File: src/logic/fetch_params.svh
`ifndef FETCH_PARAMS_SVH
`define FETCH_PARAMS_SVH

// boot vector in kseg1
`define FETCH_RESET_PC 32'hbfc00000

// must stay a power of two
`define BTB_ENTRIES 16

// cycles a request may wait for addr_ok
`define BUS_TIMEOUT 64

`endif

File: src/logic/fetch_pkg.sv
package fetch_pkg;

    typedef logic [31:0] word_t;

    // redirect request from commit, flags then targets
    typedef struct packed {
        logic  exception_valid;
        logic  is_eret;
        logic  branch;
        logic  jump;
        logic  jr;
        word_t pcexception;
        word_t epc;
        word_t pcbranch;
        word_t pcjump;
        word_t pcjr;
    } commit_redirect_t;

    typedef struct packed {
        logic  taken;
        word_t destpc;
    } bpb_result_t;

    // one instruction handed to decode
    typedef struct packed {
        word_t       instr;
        word_t       pc;
        bpb_result_t predict;
    } fetch_slot_t;

    typedef struct packed {
        logic  valid;
        word_t pc;
        word_t target;
    } btb_update_t;

    typedef enum logic [1:0] {
        idle,
        wait_addr,
        wait_data
    } req_state_t;

endpackage

File: src/logic/redirect_select.sv
`timescale 1ns/1ns

module redirect_select (
    input  fetch_pkg::commit_redirect_t commit,
    output fetch_pkg::word_t            target,
    output logic                        redirect
);

    always_comb
    begin
        // exception > eret > branch > jump > jr
        if (commit.exception_valid)
        begin
            target = commit.pcexception;
        end
        else if (commit.is_eret)
        begin
            target = commit.epc;
        end
        else if (commit.branch)
        begin
            target = commit.pcbranch;
        end
        else if (commit.jump)
        begin
            target = commit.pcjump;
        end
        else
        begin
            target = commit.pcjr;
        end
    end

    assign redirect = commit.exception_valid | commit.is_eret | commit.branch
                    | commit.jump | commit.jr;

endmodule

File: src/logic/pc_request.sv
`timescale 1ns/1ns
`include "fetch_params.svh"

module pc_request (
    input  logic                           clk,
    input  logic                           reset,
    input  logic                           stall,
    input  fetch_pkg::word_t               pc_new,
    output fetch_pkg::word_t               addr,
    output fetch_pkg::word_t               pc,
    output fetch_pkg::word_t               pcplus4,
    output fetch_pkg::word_t               pcplus8,
    input  logic                           inst_ibus_addr_ok,
    output logic                           inst_ibus_req,
    output logic                           finish_pc,
    output fetch_pkg::word_t [1:0]         pc_predict,
    input  fetch_pkg::bpb_result_t [1:0]   predict_in,
    output fetch_pkg::bpb_result_t [1:0]   predict_out
);

    fetch_pkg::req_state_t state;
    logic [7:0] wait_cnt;

    always_ff @(posedge clk)
    begin
        if (~reset)
        begin
            state <= fetch_pkg::idle;
            pc    <= `FETCH_RESET_PC;
        end
        else
        begin
            case (state)
                fetch_pkg::idle:
                    state <= fetch_pkg::wait_addr;
                fetch_pkg::wait_addr:
                    if (inst_ibus_addr_ok)
                        state <= fetch_pkg::wait_data;
                default:
                    // next request once the current beat is consumed
                    if (~stall)
                    begin
                        pc    <= pc_new;
                        state <= fetch_pkg::wait_addr;
                    end
            endcase
        end
    end

    // predictions travel with the accepted request
    always_ff @(posedge clk)
    begin
        if (state == fetch_pkg::wait_addr && inst_ibus_addr_ok)
            predict_out <= predict_in;
    end

    always_ff @(posedge clk)
    begin
        if (~reset || state != fetch_pkg::wait_addr || inst_ibus_addr_ok)
            wait_cnt <= '0;
        else if (wait_cnt != 8'hff)
            wait_cnt <= wait_cnt + 8'd1;
    end

    assign pcplus4       = pc + 32'd4;
    assign pcplus8       = pc + 32'd8;
    assign addr          = pc;
    assign pc_predict    = {pcplus4, pc};
    assign inst_ibus_req = (state == fetch_pkg::wait_addr);
    assign finish_pc     = (state == fetch_pkg::wait_data);

    addr_held: assert property (@(posedge clk) disable iff (~reset)
        inst_ibus_req && ~inst_ibus_addr_ok |=> inst_ibus_req && $stable(addr));

    addr_ok_timeout: assert property (@(posedge clk) disable iff (~reset)
        wait_cnt < `BUS_TIMEOUT);

endmodule

File: src/logic/instr_receive.sv
`timescale 1ns/1ns

module instr_receive (
    input  logic                         clk,
    input  logic                         reset,
    input  logic                         stall,
    input  fetch_pkg::word_t             pc_pcf,
    input  fetch_pkg::word_t             pcplus4_pcf,
    input  fetch_pkg::word_t             pcplus8_pcf,
    input  logic                         inst_ibus_data_ok,
    input  logic [63:0]                  inst_ibus_data,
    input  fetch_pkg::bpb_result_t [1:0] predict_in,
    input  fetch_pkg::bpb_result_t       last_predict_in,
    output fetch_pkg::fetch_slot_t [1:0] fetch_data,
    output logic [1:0]                   hitF,
    output logic                         finish_instr,
    output fetch_pkg::word_t             pc_isf,
    output fetch_pkg::word_t             pcplus4_isf,
    output fetch_pkg::word_t             pcplus8_isf,
    output fetch_pkg::bpb_result_t       predict_sel,
    output fetch_pkg::bpb_result_t       next_predict
);

    logic        valid_h;
    logic [63:0] data_h;
    logic [63:0] beat;
    logic        odd;

    always_ff @(posedge clk)
    begin
        if (~reset || ~stall)
            valid_h <= 1'b0;
        else if (inst_ibus_data_ok)
            valid_h <= 1'b1;
    end

    always_ff @(posedge clk)
    begin
        if (inst_ibus_data_ok)
            data_h <= inst_ibus_data;
    end

    assign finish_instr = inst_ibus_data_ok | valid_h;
    assign beat         = valid_h ? data_h : inst_ibus_data;
    // pc only moves once the held beat is consumed
    assign pc_isf       = pc_pcf;
    assign pcplus4_isf  = pcplus4_pcf;
    assign pcplus8_isf  = pcplus8_pcf;
    assign odd          = pc_isf[2];

    always_comb
    begin
        fetch_data[0].instr   = odd ? beat[63:32] : beat[31:0];
        fetch_data[0].pc      = pc_isf;
        fetch_data[0].predict = predict_in[0];
        fetch_data[1].instr   = beat[63:32];
        fetch_data[1].pc      = pcplus4_isf;
        fetch_data[1].predict = predict_in[1];
        predict_sel  = '0;
        next_predict = '0;
        if (last_predict_in.taken)
        begin
            // deliver the pending delay slot and jump
            hitF        = 2'b01;
            predict_sel = last_predict_in;
        end
        else if (odd)
        begin
            hitF = 2'b01;
            if (predict_in[0].taken)
                next_predict = predict_in[0];
        end
        else
        begin
            hitF = 2'b11;
            if (predict_in[0].taken)
                predict_sel = predict_in[0];
            else if (predict_in[1].taken)
                next_predict = predict_in[1];
        end
        // no slot holds an instruction without a beat
        if (~finish_instr)
            hitF = 2'b00;
    end

    // a second beat before the first is consumed means no request was accepted
    no_stray_data: assert property (@(posedge clk) disable iff (~reset)
        inst_ibus_data_ok |-> ~valid_h);

endmodule

File: src/logic/quickfetch.sv
`timescale 1ns/1ns

module quickfetch (
    input  logic                         clk,
    input  logic                         reset,
    input  logic                         stallF,
    input  fetch_pkg::commit_redirect_t  commit,
    output fetch_pkg::word_t             pc,
    output fetch_pkg::word_t             addr,
    output fetch_pkg::fetch_slot_t [1:0] fetch_data,
    output logic [1:0]                   hitF,
    output logic                         finishF,
    output fetch_pkg::word_t [1:0]       pc_predictF,
    input  fetch_pkg::bpb_result_t [1:0] destpc_predictF,
    output logic                         inst_ibus_req,
    input  logic                         inst_ibus_addr_ok,
    input  logic                         inst_ibus_data_ok,
    input  logic [63:0]                  inst_ibus_data
);

    fetch_pkg::word_t pc_cmt;
    fetch_pkg::word_t pc_cmt_h;
    fetch_pkg::word_t pc_stop;
    fetch_pkg::word_t pc_seq;
    fetch_pkg::word_t pc_new;
    fetch_pkg::word_t pc_pcf;
    fetch_pkg::word_t pcplus4_pcf;
    fetch_pkg::word_t pcplus8_pcf;
    fetch_pkg::word_t pc_isf;
    fetch_pkg::word_t pcplus4_isf;
    fetch_pkg::word_t pcplus8_isf;
    logic             pc_upd;
    logic             pc_upd_h;
    logic             stop_h;
    logic             drop;
    logic             finish_pc;
    logic             finish_instr;
    logic             advance;

    fetch_pkg::bpb_result_t [1:0] predict_pcf;
    fetch_pkg::bpb_result_t       predict_sel;
    fetch_pkg::bpb_result_t       next_predict;
    fetch_pkg::bpb_result_t       last_predict;

    redirect_select redirect_select_inst (
        .commit   (commit),
        .target   (pc_cmt),
        .redirect (pc_upd)
    );

    pc_request pc_request_inst (
        .clk               (clk),
        .reset             (reset),
        .stall             (~advance),
        .pc_new            (pc_new),
        .addr              (addr),
        .pc                (pc_pcf),
        .pcplus4           (pcplus4_pcf),
        .pcplus8           (pcplus8_pcf),
        .inst_ibus_addr_ok (inst_ibus_addr_ok),
        .inst_ibus_req     (inst_ibus_req),
        .finish_pc         (finish_pc),
        .pc_predict        (pc_predictF),
        .predict_in        (destpc_predictF),
        .predict_out       (predict_pcf)
    );

    instr_receive instr_receive_inst (
        .clk               (clk),
        .reset             (reset),
        .stall             (~advance),
        .pc_pcf            (pc_pcf),
        .pcplus4_pcf       (pcplus4_pcf),
        .pcplus8_pcf       (pcplus8_pcf),
        .inst_ibus_data_ok (inst_ibus_data_ok),
        .inst_ibus_data    (inst_ibus_data),
        .predict_in        (predict_pcf),
        .last_predict_in   (last_predict),
        .fetch_data        (fetch_data),
        .hitF              (hitF),
        .finish_instr      (finish_instr),
        .pc_isf            (pc_isf),
        .pcplus4_isf       (pcplus4_isf),
        .pcplus8_isf       (pcplus8_isf),
        .predict_sel       (predict_sel),
        .next_predict      (next_predict)
    );

    // beat in hand and decode ready, so the next request may go
    assign advance = finish_pc & finish_instr & ~stallF;
    assign finishF = advance & ~drop & ~pc_upd;

    assign pc_seq = predict_sel.taken ? predict_sel.destpc :
                    pc_isf[2]         ? pcplus4_isf        : pcplus8_isf;

    assign pc_new = pc_upd   ? pc_cmt   :
                    pc_upd_h ? pc_cmt_h :
                    stop_h   ? pc_stop  : pc_seq;

    assign pc = pc_pcf;

    always_ff @(posedge clk)
    begin
        if (~reset)
        begin
            pc_upd_h     <= 1'b0;
            stop_h       <= 1'b0;
            drop         <= 1'b0;
            last_predict <= '0;
        end
        else
        begin
            if (advance)
            begin
                pc_upd_h <= 1'b0;
                stop_h   <= 1'b0;
                drop     <= 1'b0;
            end
            else
            begin
                // the in-flight beat is stale from here on
                if (pc_upd || stallF)
                    drop <= 1'b1;
                if (pc_upd)
                    pc_upd_h <= 1'b1;
                if (stallF)
                    stop_h <= 1'b1;
            end
            if (pc_upd || (advance && pc_upd_h))
                last_predict <= '0;
            else if (finishF)
                last_predict <= next_predict;
        end
    end

    always_ff @(posedge clk)
    begin
        if (pc_upd)
            pc_cmt_h <= pc_cmt;
        if (stallF && ~stop_h)
            pc_stop <= pc_pcf;
    end

endmodule

File: src/logic/branch_target_buffer.sv
`timescale 1ns/1ns
`include "fetch_params.svh"

module branch_target_buffer (
    input  logic                          clk,
    input  logic                          reset,
    input  fetch_pkg::word_t [1:0]        lookup_pc,
    output fetch_pkg::bpb_result_t [1:0]  predict,
    input  fetch_pkg::btb_update_t        update
);

    localparam int IDX_W = $clog2(`BTB_ENTRIES);
    localparam int TAG_W = 30 - IDX_W;

    logic [`BTB_ENTRIES-1:0] valid;
    logic [TAG_W-1:0]        tag_mem [`BTB_ENTRIES];
    fetch_pkg::word_t        target_mem [`BTB_ENTRIES];
    logic [IDX_W-1:0]        wr_idx;

    assign wr_idx = update.pc[IDX_W+1:2];

    always_ff @(posedge clk)
    begin
        if (~reset)
            valid <= '0;
        else if (update.valid)
            valid[wr_idx] <= 1'b1;
    end

    always_ff @(posedge clk)
    begin
        if (update.valid)
        begin
            tag_mem[wr_idx]    <= update.pc[31:IDX_W+2];
            target_mem[wr_idx] <= update.target;
        end
    end

    // one read port per fetch slot
    always_comb
    begin
        for (int i = 0; i < 2; i++)
        begin
            predict[i].taken  = valid[lookup_pc[i][IDX_W+1:2]]
                && tag_mem[lookup_pc[i][IDX_W+1:2]] == lookup_pc[i][31:IDX_W+2];
            predict[i].destpc = target_mem[lookup_pc[i][IDX_W+1:2]];
        end
    end

endmodule

File: src/logic/fetch_unit.sv
`timescale 1ns/1ns

module fetch_unit (
    input  logic                         clk,
    input  logic                         reset,
    input  logic                         stallF,
    input  fetch_pkg::commit_redirect_t  commit,
    input  fetch_pkg::btb_update_t       btb_update,
    output fetch_pkg::word_t             pc,
    output fetch_pkg::fetch_slot_t [1:0] fetch_data,
    output logic [1:0]                   hitF,
    output logic                         finishF,
    output logic                         inst_ibus_req,
    output fetch_pkg::word_t             inst_ibus_addr,
    input  logic                         inst_ibus_addr_ok,
    input  logic                         inst_ibus_data_ok,
    input  logic [63:0]                  inst_ibus_data
);

    fetch_pkg::word_t [1:0]       pc_predictF;
    fetch_pkg::bpb_result_t [1:0] destpc_predictF;

    quickfetch quickfetch_inst (
        .clk               (clk),
        .reset             (reset),
        .stallF            (stallF),
        .commit            (commit),
        .pc                (pc),
        .addr              (inst_ibus_addr),
        .fetch_data        (fetch_data),
        .hitF              (hitF),
        .finishF           (finishF),
        .pc_predictF       (pc_predictF),
        .destpc_predictF   (destpc_predictF),
        .inst_ibus_req     (inst_ibus_req),
        .inst_ibus_addr_ok (inst_ibus_addr_ok),
        .inst_ibus_data_ok (inst_ibus_data_ok),
        .inst_ibus_data    (inst_ibus_data)
    );

    branch_target_buffer branch_target_buffer_inst (
        .clk       (clk),
        .reset     (reset),
        .lookup_pc (pc_predictF),
        .predict   (destpc_predictF),
        .update    (btb_update)
    );

endmodule

File: config.mk
export PLATFORM = sky130hd
export DESIGN_NAME = fetch_unit
export DESIGN_NICKNAME = d
export VERILOG_FILES = /design/src/logic/fetch_pkg.sv /design/src/logic/redirect_select.sv /design/src/logic/pc_request.sv /design/src/logic/instr_receive.sv /design/src/logic/quickfetch.sv /design/src/logic/branch_target_buffer.sv /design/src/logic/fetch_unit.sv
export VERILOG_INCLUDE_DIRS = /design/src /design/src/logic
export SDC_FILE = /design/constraint.sdc
export NUM_CORES = 2
export LEC_CHECK = 0
export BUFFER_PORTS_ARGS = -buffer_cell sky130_fd_sc_hd__buf_4
export CAP_MARGIN = 15
export CORE_MARGIN = 2
export CORE_UTILIZATION = 51
export DETAILED_ROUTE_END_ITERATION = 10
export PLACE_DENSITY = 0.7
export SYNTH_ARGS = -nofsm -noshare
export SYNTH_HDL_FRONTEND = slang
export SYNTH_HIERARCHICAL = 1
export SYNTH_SLANG_ARGS = --single-unit
File: constraint.sdc
create_clock -name clk -period 5.9 [get_ports clk]
set_input_delay 0.295 -clock clk [delete_from_list [all_inputs] [get_ports clk]]
set_output_delay 0.295 -clock clk [all_outputs]
set_load 0.03 [all_outputs]
==> After elaboration in Yosys (flattened, before gate mapping) <==
Memories as Yosys holds them, arrays and structs flattened. A register that Yosys moved wholly into a read port is not among the register bits.
Index checks and enable logic that the tools add are counted.
{ "totals": {"reg_bits": 217, "mem_bits_rw": 928, "inputBits": 299, "output_inout_bits": 262, "wordCells": 93, "memories": 2} }
{ "classes": {"addsub": 2, "magnitude_cmp": 4, "n_eq_ne": 5, "n_mux": 34, "bitwise_logic": 16, "n_reduce_logical": 16} }
{ "memory_table": {"columns": ["name", "words", "width", "rd", "rd_clocked_by_memory_dff", "wr", "line", "source"], "rows": [
  ["branch_target_buffer_inst.target_mem", 16, 32, 2, 2, 1, "branch_target_buffer.sv:17", "fetch_pkg::word_t target_mem [`BTB_ENTRIES];"],
  ["branch_target_buffer_inst.tag_mem", 16, 26, 2, 1, 1, "branch_target_buffer.sv:16", "logic [TAG_W-1:0] tag_mem [`BTB_ENTRIES];"]
]} }
{ "ops": {"columns": ["op", "n"], "rows": [
  ["32-bit two-way mux", 10],
  ["33-bit two-way mux", 7],
  ["64-bit two-way mux", 1],
  ["26-bit equality test", 2],
  ["32-bit by 3-bit adder with 32-bit output (second input constant)", 1],
  ["32-bit by 4-bit adder with 32-bit output (second input constant)", 1],
  ["16-bit OR", 1],
  ["4-bit by 5-bit less-than comparator with 1-bit output (second input constant)", 3],
  ["2-bit two-way mux", 5],
  ["1-bit binary-select mux with 4-bit select", 2],
  ["4-bit two-way mux", 2],
  ["1-bit logical AND", 6],
  ["1-bit inverter", 6],
  ["2-bit OR reduction", 3],
  ["1-bit two-way mux", 5],
  ["1-bit OR", 5],
  ["1-bit bitwise AND", 4],
  ["1-bit demux with 4-bit select", 1],
  ["4-bit by 1-bit greater-or-equal comparator with 1-bit output (second input constant)", 1],
  ["2-bit one-hot mux with 2 select lines", 1],
  ["2-bit AND reduction", 2],
  ["1-bit logical OR", 3],
  ["3-bit nonzero test", 1],
  ["2-bit by 1-bit equality test with 1-bit output (second input constant)", 1],
  ["3 further kinds", 3]
]} }

==> Logic depth before layout (Yosys ltp) <==
{ "depth": {"depth_word": 9, "ltp_mapped": 15, "ltp_nobuf": 12} }

==> Cells and area by module <==
Netlist, hierarchy kept.
{ "by_module_without_submodules": {"columns": ["module", "instances", "cells_each", "area_each_um2", "seq_area_each_um2"], "rows": [
  ["branch_target_buffer", 1, 2158, 44450.1, 28187.0],
  ["instr_receive", 1, 556, 6072.1, 1941.9],
  ["pc_request", 1, 489, 5208.7, 2662.6],
  ["quickfetch", 1, 433, 4734.5, 2642.5],
  ["redirect_select", 1, 154, 1137.3, 0.0]
]} }

==> Worst setup path after synthesis <==
Ideal clock, no wire load.
{ "synth_path": {"path_type": "input-to-reg", "start": "input btb_update[35] (netlist name)", "end": "memory branch_target_buffer_inst/tag_mem[0][0] (netlist name), enable pin", "setup_ps": 548, "arrival_time_ps": 4807, "required_ps": 5352, "slack_ps": 544, "stages": 2, "cell_sequence": "or3b_2 > nor3_1"} }
{ "synth_rtl": {"columns": ["element", "line", "source"], "rows": [
  ["from (decl)", "fetch_unit.sv:8", "input fetch_pkg::btb_update_t btb_update,"],
  ["to (decl)", "branch_target_buffer.sv:16", null]
]} }
No word-level cell before the write port.

==> reports/metrics.cfg <==
[critical_path]
required_ns = 6.44
r2r_start = quickfetch_inst/pc_request_inst/addr[3]
worstSetupStartpointType = register
critPathMaxFanout = 25
critPathMaxStageDelay_ns = 0.87
path_class = reg -> reg
crit_family = simple AND/OR/NAND/NOR gates
crit_buf_inv = 0
path_cells = ha_1, nand4_2, nor4_4, nand3_1, xnor2_1, xnor2_1, o211ai_1, o22ai_1, a31oi_1, or4_1, a2111oi_2
crit_slowest_cell = xnor2_1
r2r_slack_ns = 1.35
r2r-end = quickfetch_inst/pc_request_inst/predict_out[65]
critPathLaunch = quickfetch_inst/pc_request_inst/addr[3]
worst_setup_path_end_kind = register
critPathMostFrequentCell = xnor2_1
cp.arrival_ns = 5.08
reg2regPathDepth = 11

[timing]
rsz0062_at_grt = no
finalCriticalPeriod_ns = 4.55
setup_violations = 0
max_slew_margin_pct = 18.7
worst_pin_slew_ns = 1.22
hold_viol_final = 0
max_freq_mhz = 220
slew_violations = 0
finClkSkew_ns = 0.0559
final.period_utilization_pct = 77.1
hold_ws_ns = 0.0211
tns_ns = 0

[clock_tree]
h-tree-depth = 3
cts_tree = built
cts.hold.buffers_added = 135
clock_sinks = 1209
clock_latency_ns = 0.77
cts_resized = 0
cts-root-buf = clkbuf_16
clockBufferDepth = 3
cts_buffers = 121
clk_pin_slew_ns = 0.06
post_cts_buffers = 0

[worst_hold_path]
hold_class = in -> reg
hp-start = commit[127]
holdPathStages = 3
holdPathEnd = quickfetch_inst/pc_cmt_h[31]

[floorplanning]
dieArea_um2 = 123000
die_x_um = 351
start_util_pct = 51.3
die_height_um = 351
core_area_um2 = 120000
ioPinCount = 561
rows = 127

[route]
drtIter0Drc = 5135
via_count = 38600
drtAntennaViolNets = 0
drt-pass1-iter-count = 7
wl_per_cell_um = 33.6
remaining_drc_errors = 0
routed_wl_mm = 196
viasPerCell = 6.61

[global_routing]
track_usage_pct = 31.3
grt_pass1_vias = 38000
grt_pass1_wl_mm = 273
globalRouteOverflowTotal = 0
antenna_found_initial = 20
grt_max_degree = 109

[yosys]
syn_nets = 4056
synth_area_um2 = 61300
synth_area_per_cell_um2 = 16.3
yosys_warnings = 6
syn_inst = 3755

[finish]
fillerInstances = 8939
mostFrequentLayoutCells = edfxtp_1 (1122), buf_4 (665), mux4_2 (527)
mostFrequentLayoutCell = edfxtp_1
syn_to_final_growth_pct = 14.7
drive_gt1_share_pct = 37.8
final_nets = 4414

[outcome]
outcome = finished, final reports clean

[placement]
post-dp-hpwl_mm = 123
port_buffers = 558
gp_congestion = 0.940

[flow_run]
max_cap_violations = 0

[power]
ir_drop_uv = 268
p_leak_nw = 23.2
p_per_area_nw_per_um2 = 269

==> per-stage QoR <==
step / setup WS [ns] / total power [mW] / std cells / area [um^2] / util, %
final: 1.35 / 18.9 / 5841 / 70400 / 58.8
after global routing: 1.19 / 19.4 / 5834 / 70300 / 58.8
after CTS: 1.52 / 18.9 / 5826 / 70300 / 58.7
after detailed placement: 1.52 / 11.2 / 5466 / 64900 / 54.3
after global placement: 1.55 / 11.2 / 5466 / 64900 / 54.3
after floorplan: 0.544 / 10.6 / 3755 / 61300 / -
==> per-layer routing <==
| metal | share of wire (%) | GRT usage [%] | vias up | wire length (um) |
|---|---|---|---|---|
| met1 | 35 | 39.8 | 19800 | 69000 |
| met5 | 0.046 | 0 | - | 91 |
| li1 | - | - | 15700 | - |
| met2 | 48 | 50.3 | 2590 | 93900 |
| met4 | 5.4 | 16.3 | 14 | 10700 |
| met3 | 12 | 7.34 | 501 | 22600 |
==> report_power, final <==
group	leakage, nW	switching (mW)	internal (mW)	total, mW
registers	10.9	0.140	9.61	9.75
logic	10.3	0.792	0.589	1.38
clock network	1.93	3.40	4.38	7.79
==> registers in the layout, indices dropped and copies added, names as in the netlist, 2 cells and up <==
| register | cells |
|---|---|
| branch_target_buffer_inst/target_mem | 512 |
| branch_target_buffer_inst/tag_mem | 416 |
| quickfetch_inst/pc_request_inst/predict_out | 66 |
| quickfetch_inst/instr_receive_inst/data_h | 64 |
| quickfetch_inst/last_predict | 33 |
| quickfetch_inst/pc_cmt_h | 32 |
| quickfetch_inst/pc_request_inst/addr | 32 |
| quickfetch_inst/pc_stop | 32 |
| branch_target_buffer_inst/valid | 16 |
| quickfetch_inst/pc_request_inst/state | 2 |
==> cell type report <==
| class | count | area (um^2) | share of cell area (%) |
|---|---|---|---|
| Sequential cell | 1209 | 35500 | 50.4 |
| Clock buffer | 157 | 3260 | 4.63 |
| Antenna cell | 14 | 35.0 | 0.0498 |
| Multi-Input combinational cell | 1902 | 22000 | 31.3 |
| Timing Repair Buffer | 809 | 6530 | 9.28 |
| Clock inverter | 68 | 734 | 1.04 |
| Inverter | 70 | 275 | 0.391 |
| Tap cell | 1612 | 2020 | 2.87 |
==> tightest hold or removal path, stage by stage <==
cell and delay (ns):
buf_4 0.08, o22ai_1 0.06, a21oi_1 0.20
==> how the worst max path moves through the flow <==
stage / endpoint / slack [ns] / cells after the start
2_1_floorplan: branch_target_buffer_inst/tag_mem[0][0] / 0.54 / 2
3_3_place_gp: quickfetch_inst/pc_request_inst/predict_out[65] / 1.55 / 10
3_5_place_dp: quickfetch_inst/pc_request_inst/predict_out[65] / 1.52 / 10
4_1_cts: quickfetch_inst/pc_request_inst/predict_out[65] / 1.52 / 11
5_1_grt: quickfetch_inst/pc_request_inst/predict_out[65] / 1.19 / 11
6_report: quickfetch_inst/pc_request_inst/predict_out[65] / 1.35 / 11
No activity file was read; power rests on OpenSTA's default activity.
